`config.mk`:
```
export PLATFORM = sky130hd
export DESIGN_NAME = jt900h_exec
export DESIGN_NICKNAME = d
export VERILOG_FILES = /design/src/common/jt900h_regmap_pkg.sv /design/src/common/jt900h_exec_pkg.sv /design/src/regs/jt900h_regs.sv /design/src/source/jt900h_cen.sv /design/src/source/jt900h_alu.sv /design/src/source/jt900h_seq.sv /design/src/source/jt900h_exec.sv
export SDC_FILE = /design/constraint.sdc
export NUM_CORES = 2
export LEC_CHECK = 0
export BUFFER_PORTS_ARGS = -buffer_cell sky130_fd_sc_hd__clkbuf_2
export CAP_MARGIN = 20
export CORE_ASPECT_RATIO = 1.75
export CORE_MARGIN = 10
export CORE_UTILIZATION = 42
export CTS_BUF_LIST = sky130_fd_sc_hd__clkbuf_2 sky130_fd_sc_hd__clkbuf_4 sky130_fd_sc_hd__clkbuf_8
export DETAILED_ROUTE_END_ITERATION = 10
export GPL_ROUTABILITY_DRIVEN = 0
export PLACE_DENSITY_LB_ADDON = 0.15
export SLEW_MARGIN = 20
export SYNTH_ARGS = -nofsm -noshare
export SYNTH_HDL_FRONTEND = slang
export SYNTH_SLANG_ARGS = --single-unit
```
`constraint.sdc`:
```
create_clock -name clk -period 4.71 [get_ports clk]
set_input_delay 0.7065 -clock clk [delete_from_list [all_inputs] [get_ports clk]]
set_output_delay 0.7065 -clock clk [all_outputs]
set_load 0.005 [all_outputs]
```
`src/common/jt900h_regmap_pkg.sv`:
```
package jt900h_regmap_pkg;

    // operand width
    typedef enum logic [1:0] {
        SZ_BYTE = 2'd0,
        SZ_WORD = 2'd1,
        SZ_QUAD = 2'd2
    } size_t;

    // base addresses of the windows in long format
    localparam logic [7:0] PREVBANK = 8'hd0;
    localparam logic [7:0] CURBANK  = 8'he0;
    localparam logic [7:0] FIXREGS  = 8'hf0;   // IX, IY, IZ, SP

    typedef struct packed {
        logic       sln;    // low here
        logic [7:0] addr;   // long address
    } sel_long_t;

    typedef struct packed {
        logic       sln;    // high here
        logic [4:0] pad;
        logic [2:0] code;   // short register code
    } sel_short_t;

    // source selector, sln picks the view
    typedef union packed {
        sel_long_t  lform;
        sel_short_t sform;
    } reg_sel_u;

    // Short codes always refer to the current bank. Word and quad codes
    // 4..7 land past the banked window, in the fixed group at 0xF0.
    function automatic logic [7:0] short_to_long(input logic [2:0] code, input size_t size);
        logic [7:0] offset;
        if (size == SZ_BYTE) begin
            case (code)
                3'd0:    offset = 8'd1;    // W
                3'd1:    offset = 8'd0;    // A
                3'd2:    offset = 8'd5;    // B
                3'd3:    offset = 8'd4;    // C
                3'd4:    offset = 8'd9;    // D
                3'd5:    offset = 8'd8;    // E
                3'd6:    offset = 8'd13;   // H
                default: offset = 8'd12;   // L
            endcase
        end else begin
            offset = {3'd0, code, 2'd0};   // WA BC DE HL IX IY IZ SP
        end
        return CURBANK + offset;
    endfunction

endpackage

```
`src/common/jt900h_exec_pkg.sv`:
```
package jt900h_exec_pkg;

    import jt900h_regmap_pkg::*;

    typedef enum logic [3:0] {
        OP_LD_IMM = 4'd0,
        OP_LD_REG = 4'd1,
        OP_ADD    = 4'd2,
        OP_SUB    = 4'd3,
        OP_AND    = 4'd4,
        OP_OR     = 4'd5,
        OP_XOR    = 4'd6,
        OP_INCF   = 4'd7,   // current bank + 1
        OP_DECF   = 4'd8,   // current bank - 1
        OP_LDF    = 4'd9    // bank from imm[1:0]
    } op_t;

    typedef struct packed {
        op_t         op;
        size_t       size;
        reg_sel_u    src;
        logic [2:0]  dst;    // short code, current bank
        logic [31:0] imm;
    } cmd_t;

    typedef struct packed {
        logic zero;
        logic sign;
        logic carry;
    } flags_t;

    // write-back bundle to the register file
    typedef struct packed {
        logic        we;
        logic [2:0]  dst;
        size_t       size;
        logic [31:0] data;
    } wb_t;

    typedef enum logic [1:0] {
        BANK_NONE = 2'd0,
        BANK_INC  = 2'd1,
        BANK_DEC  = 2'd2,
        BANK_SET  = 2'd3
    } bank_op_t;

endpackage

```
`src/regs/jt900h_regs.sv`:
```
`timescale 1ns/100ps

module jt900h_regs
    import jt900h_regmap_pkg::*, jt900h_exec_pkg::*;
(
    input  logic        clk,
    input  logic        rst_n,
    input  logic        cen,

    input  size_t       size,       // read width
    input  reg_sel_u    src_sel,
    input  logic [2:0]  dst,
    output logic [31:0] src_out,
    output logic [31:0] dst_out,

    input  wb_t         wb,
    input  bank_op_t    bank_op,
    input  logic [1:0]  bank_val
);

// entries 0..15 are WA..HL of banks 0..3, 16..19 are IX..SP
logic [3:0][7:0] rf [0:19];

logic [1:0] cur_bank;
logic [1:0] prev_bank;
logic [1:0] next_bank;

logic [7:0] src_long;
logic [7:0] dst_long;
logic [7:0] wr_long;
logic [4:0] src_idx;
logic [4:0] dst_idx;
logic [4:0] wr_idx;

function automatic logic [4:0] long_to_idx(
    input logic [7:0] addr,
    input logic [1:0] cur,
    input logic [1:0] prev
);
    logic [4:0] idx;
    idx = 5'd0;
    if (addr[7:6] == 2'b00)
        idx = {1'b0, addr[5:2]};            // absolute banks
    else if (addr[7:4] == PREVBANK[7:4])
        idx = {1'b0, prev, addr[3:2]};
    else if (addr[7:4] == CURBANK[7:4])
        idx = {1'b0, cur, addr[3:2]};
    else if (addr[7:4] == FIXREGS[7:4])
        idx = {3'b100, addr[3:2]};          // shared by all banks
    return idx;
endfunction

// byte and word picked by the low address bits, then zero-extended
function automatic logic [31:0] read_lanes(
    input logic [3:0][7:0] entry,
    input logic [1:0]      sub,
    input size_t           sz
);
    logic [15:0] half;
    half = sub[1] ? entry[3:2] : entry[1:0];
    case (sz)
        SZ_BYTE: return {24'd0, entry[sub]};
        SZ_WORD: return {16'd0, half};
        default: return entry;
    endcase
endfunction

always_comb begin
    src_long = src_sel.sform.sln ? short_to_long(src_sel.sform.code, size)
                                 : src_sel.lform.addr;
    dst_long = short_to_long(dst, size);
    wr_long  = short_to_long(wb.dst, wb.size);
    src_idx  = long_to_idx(src_long, cur_bank, prev_bank);
    dst_idx  = long_to_idx(dst_long, cur_bank, prev_bank);
    wr_idx   = long_to_idx(wr_long, cur_bank, prev_bank);
end

always_ff @(posedge clk) begin
    if (cen) begin
        src_out <= read_lanes(rf[src_idx], src_long[1:0], size);
        dst_out <= read_lanes(rf[dst_idx], dst_long[1:0], size);
    end
end

always_ff @(posedge clk) begin
    if (cen && wb.we) begin
        case (wb.size)
            SZ_BYTE: rf[wr_idx][{1'b0, wr_long[0]}] <= wb.data[7:0];   // lane 0 or 1
            SZ_WORD: rf[wr_idx][1:0] <= wb.data[15:0];
            default: rf[wr_idx] <= wb.data;
        endcase
    end
end

always_comb begin
    case (bank_op)
        BANK_INC: next_bank = cur_bank + 2'd1;
        BANK_DEC: next_bank = cur_bank - 2'd1;
        BANK_SET: next_bank = bank_val;
        default:  next_bank = cur_bank;
    endcase
end

always_ff @(posedge clk) begin
    if (!rst_n) begin
        cur_bank  <= 2'd0;
        prev_bank <= 2'd0;
    end else if (cen && next_bank != cur_bank) begin
        prev_bank <= cur_bank;   // previous bank follows every change
        cur_bank  <= next_bank;
    end
end

endmodule

```
`src/source/jt900h_cen.sv`:
```
`timescale 1ns/100ps

module jt900h_cen #(
    parameter int CEN_DIV = 2
) (
    input  logic clk,
    input  logic rst_n,
    output logic cen
);

localparam int CW = (CEN_DIV > 1) ? $clog2(CEN_DIV) : 1;

logic [CW-1:0] cnt;

always_ff @(posedge clk) begin
    if (!rst_n) begin
        cnt <= '0;
        cen <= 1'b0;
    end else if (cnt == CW'(CEN_DIV - 1)) begin
        cnt <= '0;
        cen <= 1'b1;   // one clock per wrap
    end else begin
        cnt <= cnt + 1'b1;
        cen <= 1'b0;
    end
end

endmodule

```
`src/source/jt900h_alu.sv`:
```
`timescale 1ns/100ps

module jt900h_alu
    import jt900h_regmap_pkg::*, jt900h_exec_pkg::*;
(
    input  op_t         op,
    input  size_t       size,
    input  logic [31:0] a,
    input  logic [31:0] b,
    output logic [31:0] y,
    output flags_t      flags
);

logic [31:0] mask;
logic [31:0] am;
logic [31:0] bm;
logic [32:0] full;   // one bit above quad for the carry

always_comb begin
    case (size)
        SZ_BYTE: mask = 32'h0000_00ff;
        SZ_WORD: mask = 32'h0000_ffff;
        default: mask = 32'hffff_ffff;
    endcase
end

assign am = a & mask;
assign bm = b & mask;

always_comb begin
    case (op)
        OP_ADD:  full = {1'b0, am} + {1'b0, bm};
        OP_SUB:  full = {1'b0, am} - {1'b0, bm};   // borrow sets bit at width
        OP_AND:  full = {1'b0, am & bm};
        OP_OR:   full = {1'b0, am | bm};
        OP_XOR:  full = {1'b0, am ^ bm};
        default: full = {1'b0, bm};                // loads pass b
    endcase
end

assign y = full[31:0] & mask;

always_comb begin
    flags.zero = (y == 32'd0);
    case (size)
        SZ_BYTE: begin
            flags.sign  = y[7];
            flags.carry = full[8];
        end
        SZ_WORD: begin
            flags.sign  = y[15];
            flags.carry = full[16];
        end
        default: begin
            flags.sign  = y[31];
            flags.carry = full[32];
        end
    endcase
    if (op != OP_ADD && op != OP_SUB)
        flags.carry = 1'b0;
end

endmodule

```
`src/source/jt900h_seq.sv`:
```
`timescale 1ns/100ps

module jt900h_seq
    import jt900h_regmap_pkg::*, jt900h_exec_pkg::*;
(
    input  logic        clk,
    input  logic        rst_n,
    input  logic        cen,

    input  logic        cmd_valid,
    input  cmd_t        cmd,
    output logic        busy,
    output logic        done,

    // register file side
    output reg_sel_u    src_sel,
    output logic [2:0]  dst,
    output size_t       size,
    input  logic [31:0] src_val,
    input  logic [31:0] dst_val,

    // ALU side
    output op_t         alu_op,
    output logic [31:0] alu_a,
    output logic [31:0] alu_b,
    input  logic [31:0] alu_y,
    input  flags_t      alu_flags,

    output wb_t         wb,
    output bank_op_t    bank_op,
    output logic [1:0]  bank_val,
    output logic [31:0] result,
    output flags_t      flags
);

typedef enum logic [1:0] {
    S_IDLE,
    S_READ,
    S_EXEC,
    S_WRITE
} state_t;

state_t state;
cmd_t   cmd_q;
logic   bank_cmd;

assign bank_cmd = cmd_q.op inside {OP_INCF, OP_DECF, OP_LDF};
assign busy     = (state != S_IDLE);
assign done     = (state == S_WRITE) && cen;   // third cen pulse

assign src_sel  = cmd_q.src;
assign dst      = cmd_q.dst;
assign size     = cmd_q.size;
assign alu_op   = cmd_q.op;
assign bank_val = cmd_q.imm[1:0];

// acceptance needs no cen, the steps after it do
always_ff @(posedge clk) begin
    if (!rst_n) begin
        state <= S_IDLE;
    end else begin
        case (state)
            S_IDLE:  if (cmd_valid) state <= S_READ;
            S_READ:  if (cen) state <= S_EXEC;
            S_EXEC:  if (cen) state <= S_WRITE;
            default: if (cen) state <= S_IDLE;
        endcase
    end
end

always_ff @(posedge clk) begin
    if (state == S_IDLE && cmd_valid)
        cmd_q <= cmd;
end

// operand choice, src_val and dst_val hold the READ sample here
always_ff @(posedge clk) begin
    if (state == S_EXEC && cen) begin
        case (cmd_q.op)
            OP_LD_REG: begin
                alu_a <= 32'd0;
                alu_b <= src_val;
            end
            OP_ADD, OP_SUB, OP_AND, OP_OR, OP_XOR: begin
                alu_a <= dst_val;
                alu_b <= src_val;
            end
            default: begin   // ld_imm and bank ops
                alu_a <= 32'd0;
                alu_b <= cmd_q.imm;
            end
        endcase
    end
end

always_comb begin
    wb.we   = (state == S_WRITE) && !bank_cmd;
    wb.dst  = cmd_q.dst;
    wb.size = cmd_q.size;
    wb.data = alu_y;
end

always_comb begin
    bank_op = BANK_NONE;
    if (state == S_WRITE) begin
        case (cmd_q.op)
            OP_INCF: bank_op = BANK_INC;
            OP_DECF: bank_op = BANK_DEC;
            OP_LDF:  bank_op = BANK_SET;
            default: bank_op = BANK_NONE;
        endcase
    end
end

// bank switches leave the last written value in place
always_ff @(posedge clk) begin
    if (!rst_n) begin
        result <= 32'd0;
        flags  <= '0;
    end else if (done && !bank_cmd) begin
        result <= alu_y;
        flags  <= alu_flags;
    end
end

endmodule

```
`src/source/jt900h_exec.sv`:
```
`timescale 1ns/100ps

module jt900h_exec
    import jt900h_regmap_pkg::*, jt900h_exec_pkg::*;
#(
    parameter int CEN_DIV = 2
) (
    input  logic        clk,
    input  logic        rst_n,
    input  logic        cmd_valid,
    input  cmd_t        cmd,
    output logic        busy,
    output logic        done,
    output logic [31:0] result,
    output flags_t      flags
);

logic        cen;
reg_sel_u    src_sel;
logic [2:0]  dst;
size_t       size;
logic [31:0] src_val;
logic [31:0] dst_val;
op_t         alu_op;
logic [31:0] alu_a;
logic [31:0] alu_b;
logic [31:0] alu_y;
flags_t      alu_flags;
wb_t         wb;
bank_op_t    bank_op;
logic [1:0]  bank_val;

jt900h_cen #(.CEN_DIV(CEN_DIV)) u_cen (
    .clk   (clk),
    .rst_n (rst_n),
    .cen   (cen)
);

jt900h_seq u_seq (
    .clk       (clk),       .rst_n     (rst_n),    .cen      (cen),
    .cmd_valid (cmd_valid), .cmd       (cmd),      .busy     (busy),
    .done      (done),      .src_sel   (src_sel),  .dst      (dst),
    .size      (size),      .src_val   (src_val),  .dst_val  (dst_val),
    .alu_op    (alu_op),    .alu_a     (alu_a),    .alu_b    (alu_b),
    .alu_y     (alu_y),     .alu_flags (alu_flags), .wb      (wb),
    .bank_op   (bank_op),   .bank_val  (bank_val), .result   (result),
    .flags     (flags)
);

jt900h_alu u_alu (
    .op    (alu_op),
    .size  (size),
    .a     (alu_a),
    .b     (alu_b),
    .y     (alu_y),
    .flags (alu_flags)
);

jt900h_regs u_regs (
    .clk      (clk),      .rst_n    (rst_n),    .cen     (cen),
    .size     (size),     .src_sel  (src_sel),  .dst     (dst),
    .src_out  (src_val),  .dst_out  (dst_val),  .wb      (wb),
    .bank_op  (bank_op),  .bank_val (bank_val)
);

endmodule

```
==> results_tabular.tex <==
\begin{tabular}{lr}
\hline
Metric & Value \\
\hline
\multicolumn{2}{l}{\textbf{Status}} \\
Outcome & completed \\
\multicolumn{2}{l}{\textbf{Timing}} \\
Total count of hold-check failures in the final report & 0 \\
Crit path time final & 4630 ps \\
Slew at the pin closest to its max-slew limit & 1190 ps \\
Fraction of the cycle the final worst path needs & 98.3\% \\
Total count of max-transition violations in the final report & 0 \\
Final setup vio count & 0 \\
Worst-case clock skew & 68.3 ps \\
Min Hold Slack & 172 ps \\
Setup repair after global routing missed its margin & true \\
Setup slack of the critical path after layout & 81.4 ps \\
Max Fclk & 0.216 GHz \\
Slew margin rel. & 19.6\% \\
\multicolumn{2}{l}{\textbf{Floorplanning}} \\
Chip Height & 445 um \\
I/O pin count & 90 \\
Initial standard-cell utilization of the core & 42.2\% \\
Area inside the core boundary & 103,000 um2 \\
Width of the die & 263 um \\
Die area & 117,000 um2 \\
Site row count & 156 \\
\multicolumn{2}{l}{\textbf{Synth}} \\
Post-synthesis instance area & 43,400 um2 \\
Number of warnings reported in the yosys synthesis log & 0 \\
Synth async-reset ratio & 0\% \\
Cells after Synth & 4,049 \\
Mean cell area of the mapped netlist & 10.7 um2 \\
Net Count, Synth & 4,207 \\
Flops \& latches, synth & 861 \\
Count of different cell masters after synthesis & 84 \\
Portion of the post-synthesis area used by sequential elements & 58.6\% \\
Post-synth EDFFs & 818 \\
Primary FF master, synth & sky130\_fd\_sc\_hd\_\_edfxtp\_1 \\
\multicolumn{2}{l}{\textbf{Layout}} \\
Commonest non-fill, non-tap cell in the layout & sky130\_fd\_sc\_hd\_\_nand2\_1 \\
Most frequent cells in the layout & sky130\_fd\_sc\_hd\_\_nand2\_1 (833), sky130\_fd\_sc\_hd\_\_edfxtp\_1 (818), sky130\_fd\_sc\_hd\_\_buf\_4 (317) \\
Final standard cell count with taps included and fillers excluded & 5,824 \\
Finished layout cell area & 50,900 um2 \\
P\&R area growth vs syn & 17.4\% \\
Final net count & 4,532 \\
Share of the core filled with cells & 49.5\% \\
Share of layout cells above drive strength 1 & 17.9\% \\
\multicolumn{2}{l}{\textbf{Clocking}} \\
Clock Sinks & 861 \\
Clock transition at the registers of the reported paths & 70 ps \\
Worst-Skew Late Latency & 920 ps \\
Max clock buf depth & 3 \\
H-Tree Depth & 4 \\
TritonCTS clock tree & done \\
Clock root cell & sky130\_fd\_sc\_hd\_\_clkbuf\_8 \\
Total CTS buffers & 134 \\
\multicolumn{2}{l}{\textbf{Global routing}} \\
Tot GR Track Use & 29.4\% \\
GRT Residual Overflow & 0 \\
Global routing usage on met3 & 5.73\% \\
Met1 layer usage reported by global route & 30.9\% \\
First-pass GRT wire length & 251 mm \\
Layer carrying the most global-route usage & met2 \\
Pin count of the biggest net entering global routing & 76 \\
Number of global-route vias before repair & 36.0k \\
Antenna violations before repair & 6 \\
Global Route met2 Usage & 50.9\% \\
\multicolumn{2}{l}{\textbf{Setup path}} \\
CP startpoint & u\_seq.alu\_b[4] \\
Cell occurring most often along the worst timing path & sky130\_fd\_sc\_hd\_\_buf\_4 \\
Reg-to-reg setup timing slack & 80 ps \\
CP max stage delay & 500 ps \\
Worst Setup End Kind & flip-flop \\
Cell-by-cell trace of the critical path & or3\_4, or3\_4, nor2\_4, nand3\_2, nor3\_1, o21ai\_0, o21ai\_0, a22oi\_1, ha\_1, buf\_4, buf\_4, nand4\_1, a2111oi\_2, a31o\_2, buf\_4, o31ai\_2, buf\_4, a21oi\_1, a211oi\_2, nor2b\_1, or4\_1, a21oi\_2, nor3\_1 \\
Cell type of the slowest stage on the worst timing path & sky130\_fd\_sc\_hd\_\_or4\_1 \\
FF-to-FF path depth & 23 \\
Type of the setup path with the least slack & reg -> reg \\
Worst setup SP type & flip-flop \\
Data required time of the worst path & 5520 ps \\
Worst Path Max Fanout & 4 \\
Worst flop-to-flop path startpoint & u\_seq.alu\_b[4] \\
Critical R2R Capture & u\_seq.flags[0] \\
Arrival time of the worst setup path & 5440 ps \\
\multicolumn{2}{l}{\textbf{Detailed routing}} \\
Final routed wire length divided by cell count & 30.4 um \\
Number of vias in the routed layout & 36.5k \\
Drc violations & 0 \\
Iter 0 DRT Violations & 3,662 \\
Number of routed nets with antenna violations & 0 \\
Number of iterations in the first detailed-routing pass & 6 \\
Vias per cell & 6.27 \\
Total length of routed wires & 177 mm \\
\multicolumn{2}{l}{\textbf{Worst hold path}} \\
Hold path startpoint & cmd[43] \\
Class of the tightest hold or removal check & in -> reg \\
Hold Crit Depth & 1 \\
Hold endpoint & u\_seq.src\_sel[8] \\
\multicolumn{2}{l}{\textbf{Power}} \\
Proportion of total power due to net switching & 40.5\% \\
Share of total power in the clock network & 23.6\% \\
Comb pwr share & 41.5\% \\
Leakage power total & 18.8 nW \\
Fraction of power consumed by sequential logic & 34.9\% \\
Largest vdd supply drop & 0.353 mV \\
Net switching power of the design & 11.0 mW \\
Cell area power density & 531 nW/um2 \\
Int Pwr & 16.1 mW \\
\multicolumn{2}{l}{\textbf{Job}} \\
Number of maximum-capacitance violations & 0 \\
\multicolumn{2}{l}{\textbf{Placement}} \\
Post-placement worst setup slack & -29.2 ps \\
\# placed instances & 5,526 \\
DP Wirelength & 122 mm \\
Input/output buffers & 89 \\
Cell area after placement & 47,600 um2 \\
\hline
\end{tabular}
layout make-up:
| class | count | area, um2 |
|---|---|---|
| Clock buffer | 169 | 2130 |
| Clock inverter | 67 | 477 |
| Fill cell | 9331 | 51900 |
| Inverter | 104 | 394 |
| Sequential cell | 861 | 25400 |
| Multi-Input combinational cell | 2776 | 16700 |
| Tap cell | 1343 | 1680 |
| Timing Repair Buffer | 497 | 4130 |
| Antenna cell | 7 | 17.5 |
worst max-delay path, delay by kind of cell, from the launching register on:
family,cells,cell delay [ps]
AND/OR/NAND/NOR,9,1990
AO/OA/AOI/OAI,9,1270
adder cells (fa/ha/maj),1,310
flip-flops,1,390
buffers and inverters,4,580
power groups by stage:
stage,sequential (mW),combinational (mW),clock (mW)
final,9.43,11.2,6.38
after global placement,9.58,10.8,0
after CTS,9.42,10.9,6.48
after detailed placement,9.58,10.8,0
after floorplan,9.50,5.81,0
after global routing,9.44,11.8,6.79
worst max-delay path by stage:
stage	end	slack, ps	cells past startpoint
floorplan	u_seq.flags[2]	80	19
global placement	u_seq.flags[0]	-60	20
detailed placement	u_seq.flags[0]	-30	20
CTS	u_regs.rf[16][30]	4	20
global route	u_seq.flags[2]	-130	20
finish	u_seq.flags[0]	80	23
metal layers:
metal / wire (um) / vias to the layer above
met5: 40 / -
met4: 16400 / 6
met3: 13800 / 700
met2: 87800 / 2041
met1: 58600 / 17800
li1: - / 15900
synth_stat cells (all sizes together), types with 32 or more instances:
cell      n  share of area, %
dfxtp    43               2.0
o221ai  125               2.5
mux2     33              0.86
o22ai   152               2.2
o21ai   115               1.3
and3     69              0.99
o22a     65               1.3
and2     56              0.81
a21oi   132               1.6
clkbuf  168               1.5
a31oi    51              0.75
nor3     82              0.95
nor2    200               1.7
nand2   838               7.3
a221oi   32              0.65
nand3   275               3.2
a311oi   77               1.6
xnor2    36              0.73
edfxtp  818                57
buf     140               1.6
inv     103              0.89
ha      104               3.0
through the flow:
stage               power (mW)  TNS [ps]
finish                    27.0         0
global route              28.0     -1910
CTS                       26.8         0
detailed placement        20.4      -314
global placement          20.3     -1130
floorplan                 15.3         0
state kept, by name, indices dropped and copies added, names as in the netlist, 3 cells and up:
name	count
u_seq.alu_b	32
u_seq.alu_op	4
u_seq.result	32
u_regs.rf	640
u_seq.cmd_q	30
u_regs.dst_out	32
u_seq.dst	3
u_seq.alu_a	32
u_regs.src_out	32
u_seq.src_sel	9
u_seq.flags	3
kinds of logic after synthesis:
kind of cell | Yosys count | synth area share (%)
and+or+nand+nor | 1636 | 16.7
buffers and inverters | 412 | 3.92
DFF | 861 | 58.6
muxes | 49 | 1.23
AOI/OAI and AO/OA | 943 | 15.7
adders and majority gates | 105 | 3.04
xor gates and xnor gates | 43 | 0.868
repair_timing:
item | CTS | global route
pin swaps | 1 | 17
setup buffers | 1 | 5
endpoints found under the setup margin | 42 | 251
hold endpoints to repair | 49 | 0
gates resized for setup | 2 | 43
hold buffers | 49 | 0
No activity file was read; power rests on OpenSTA's default activity.
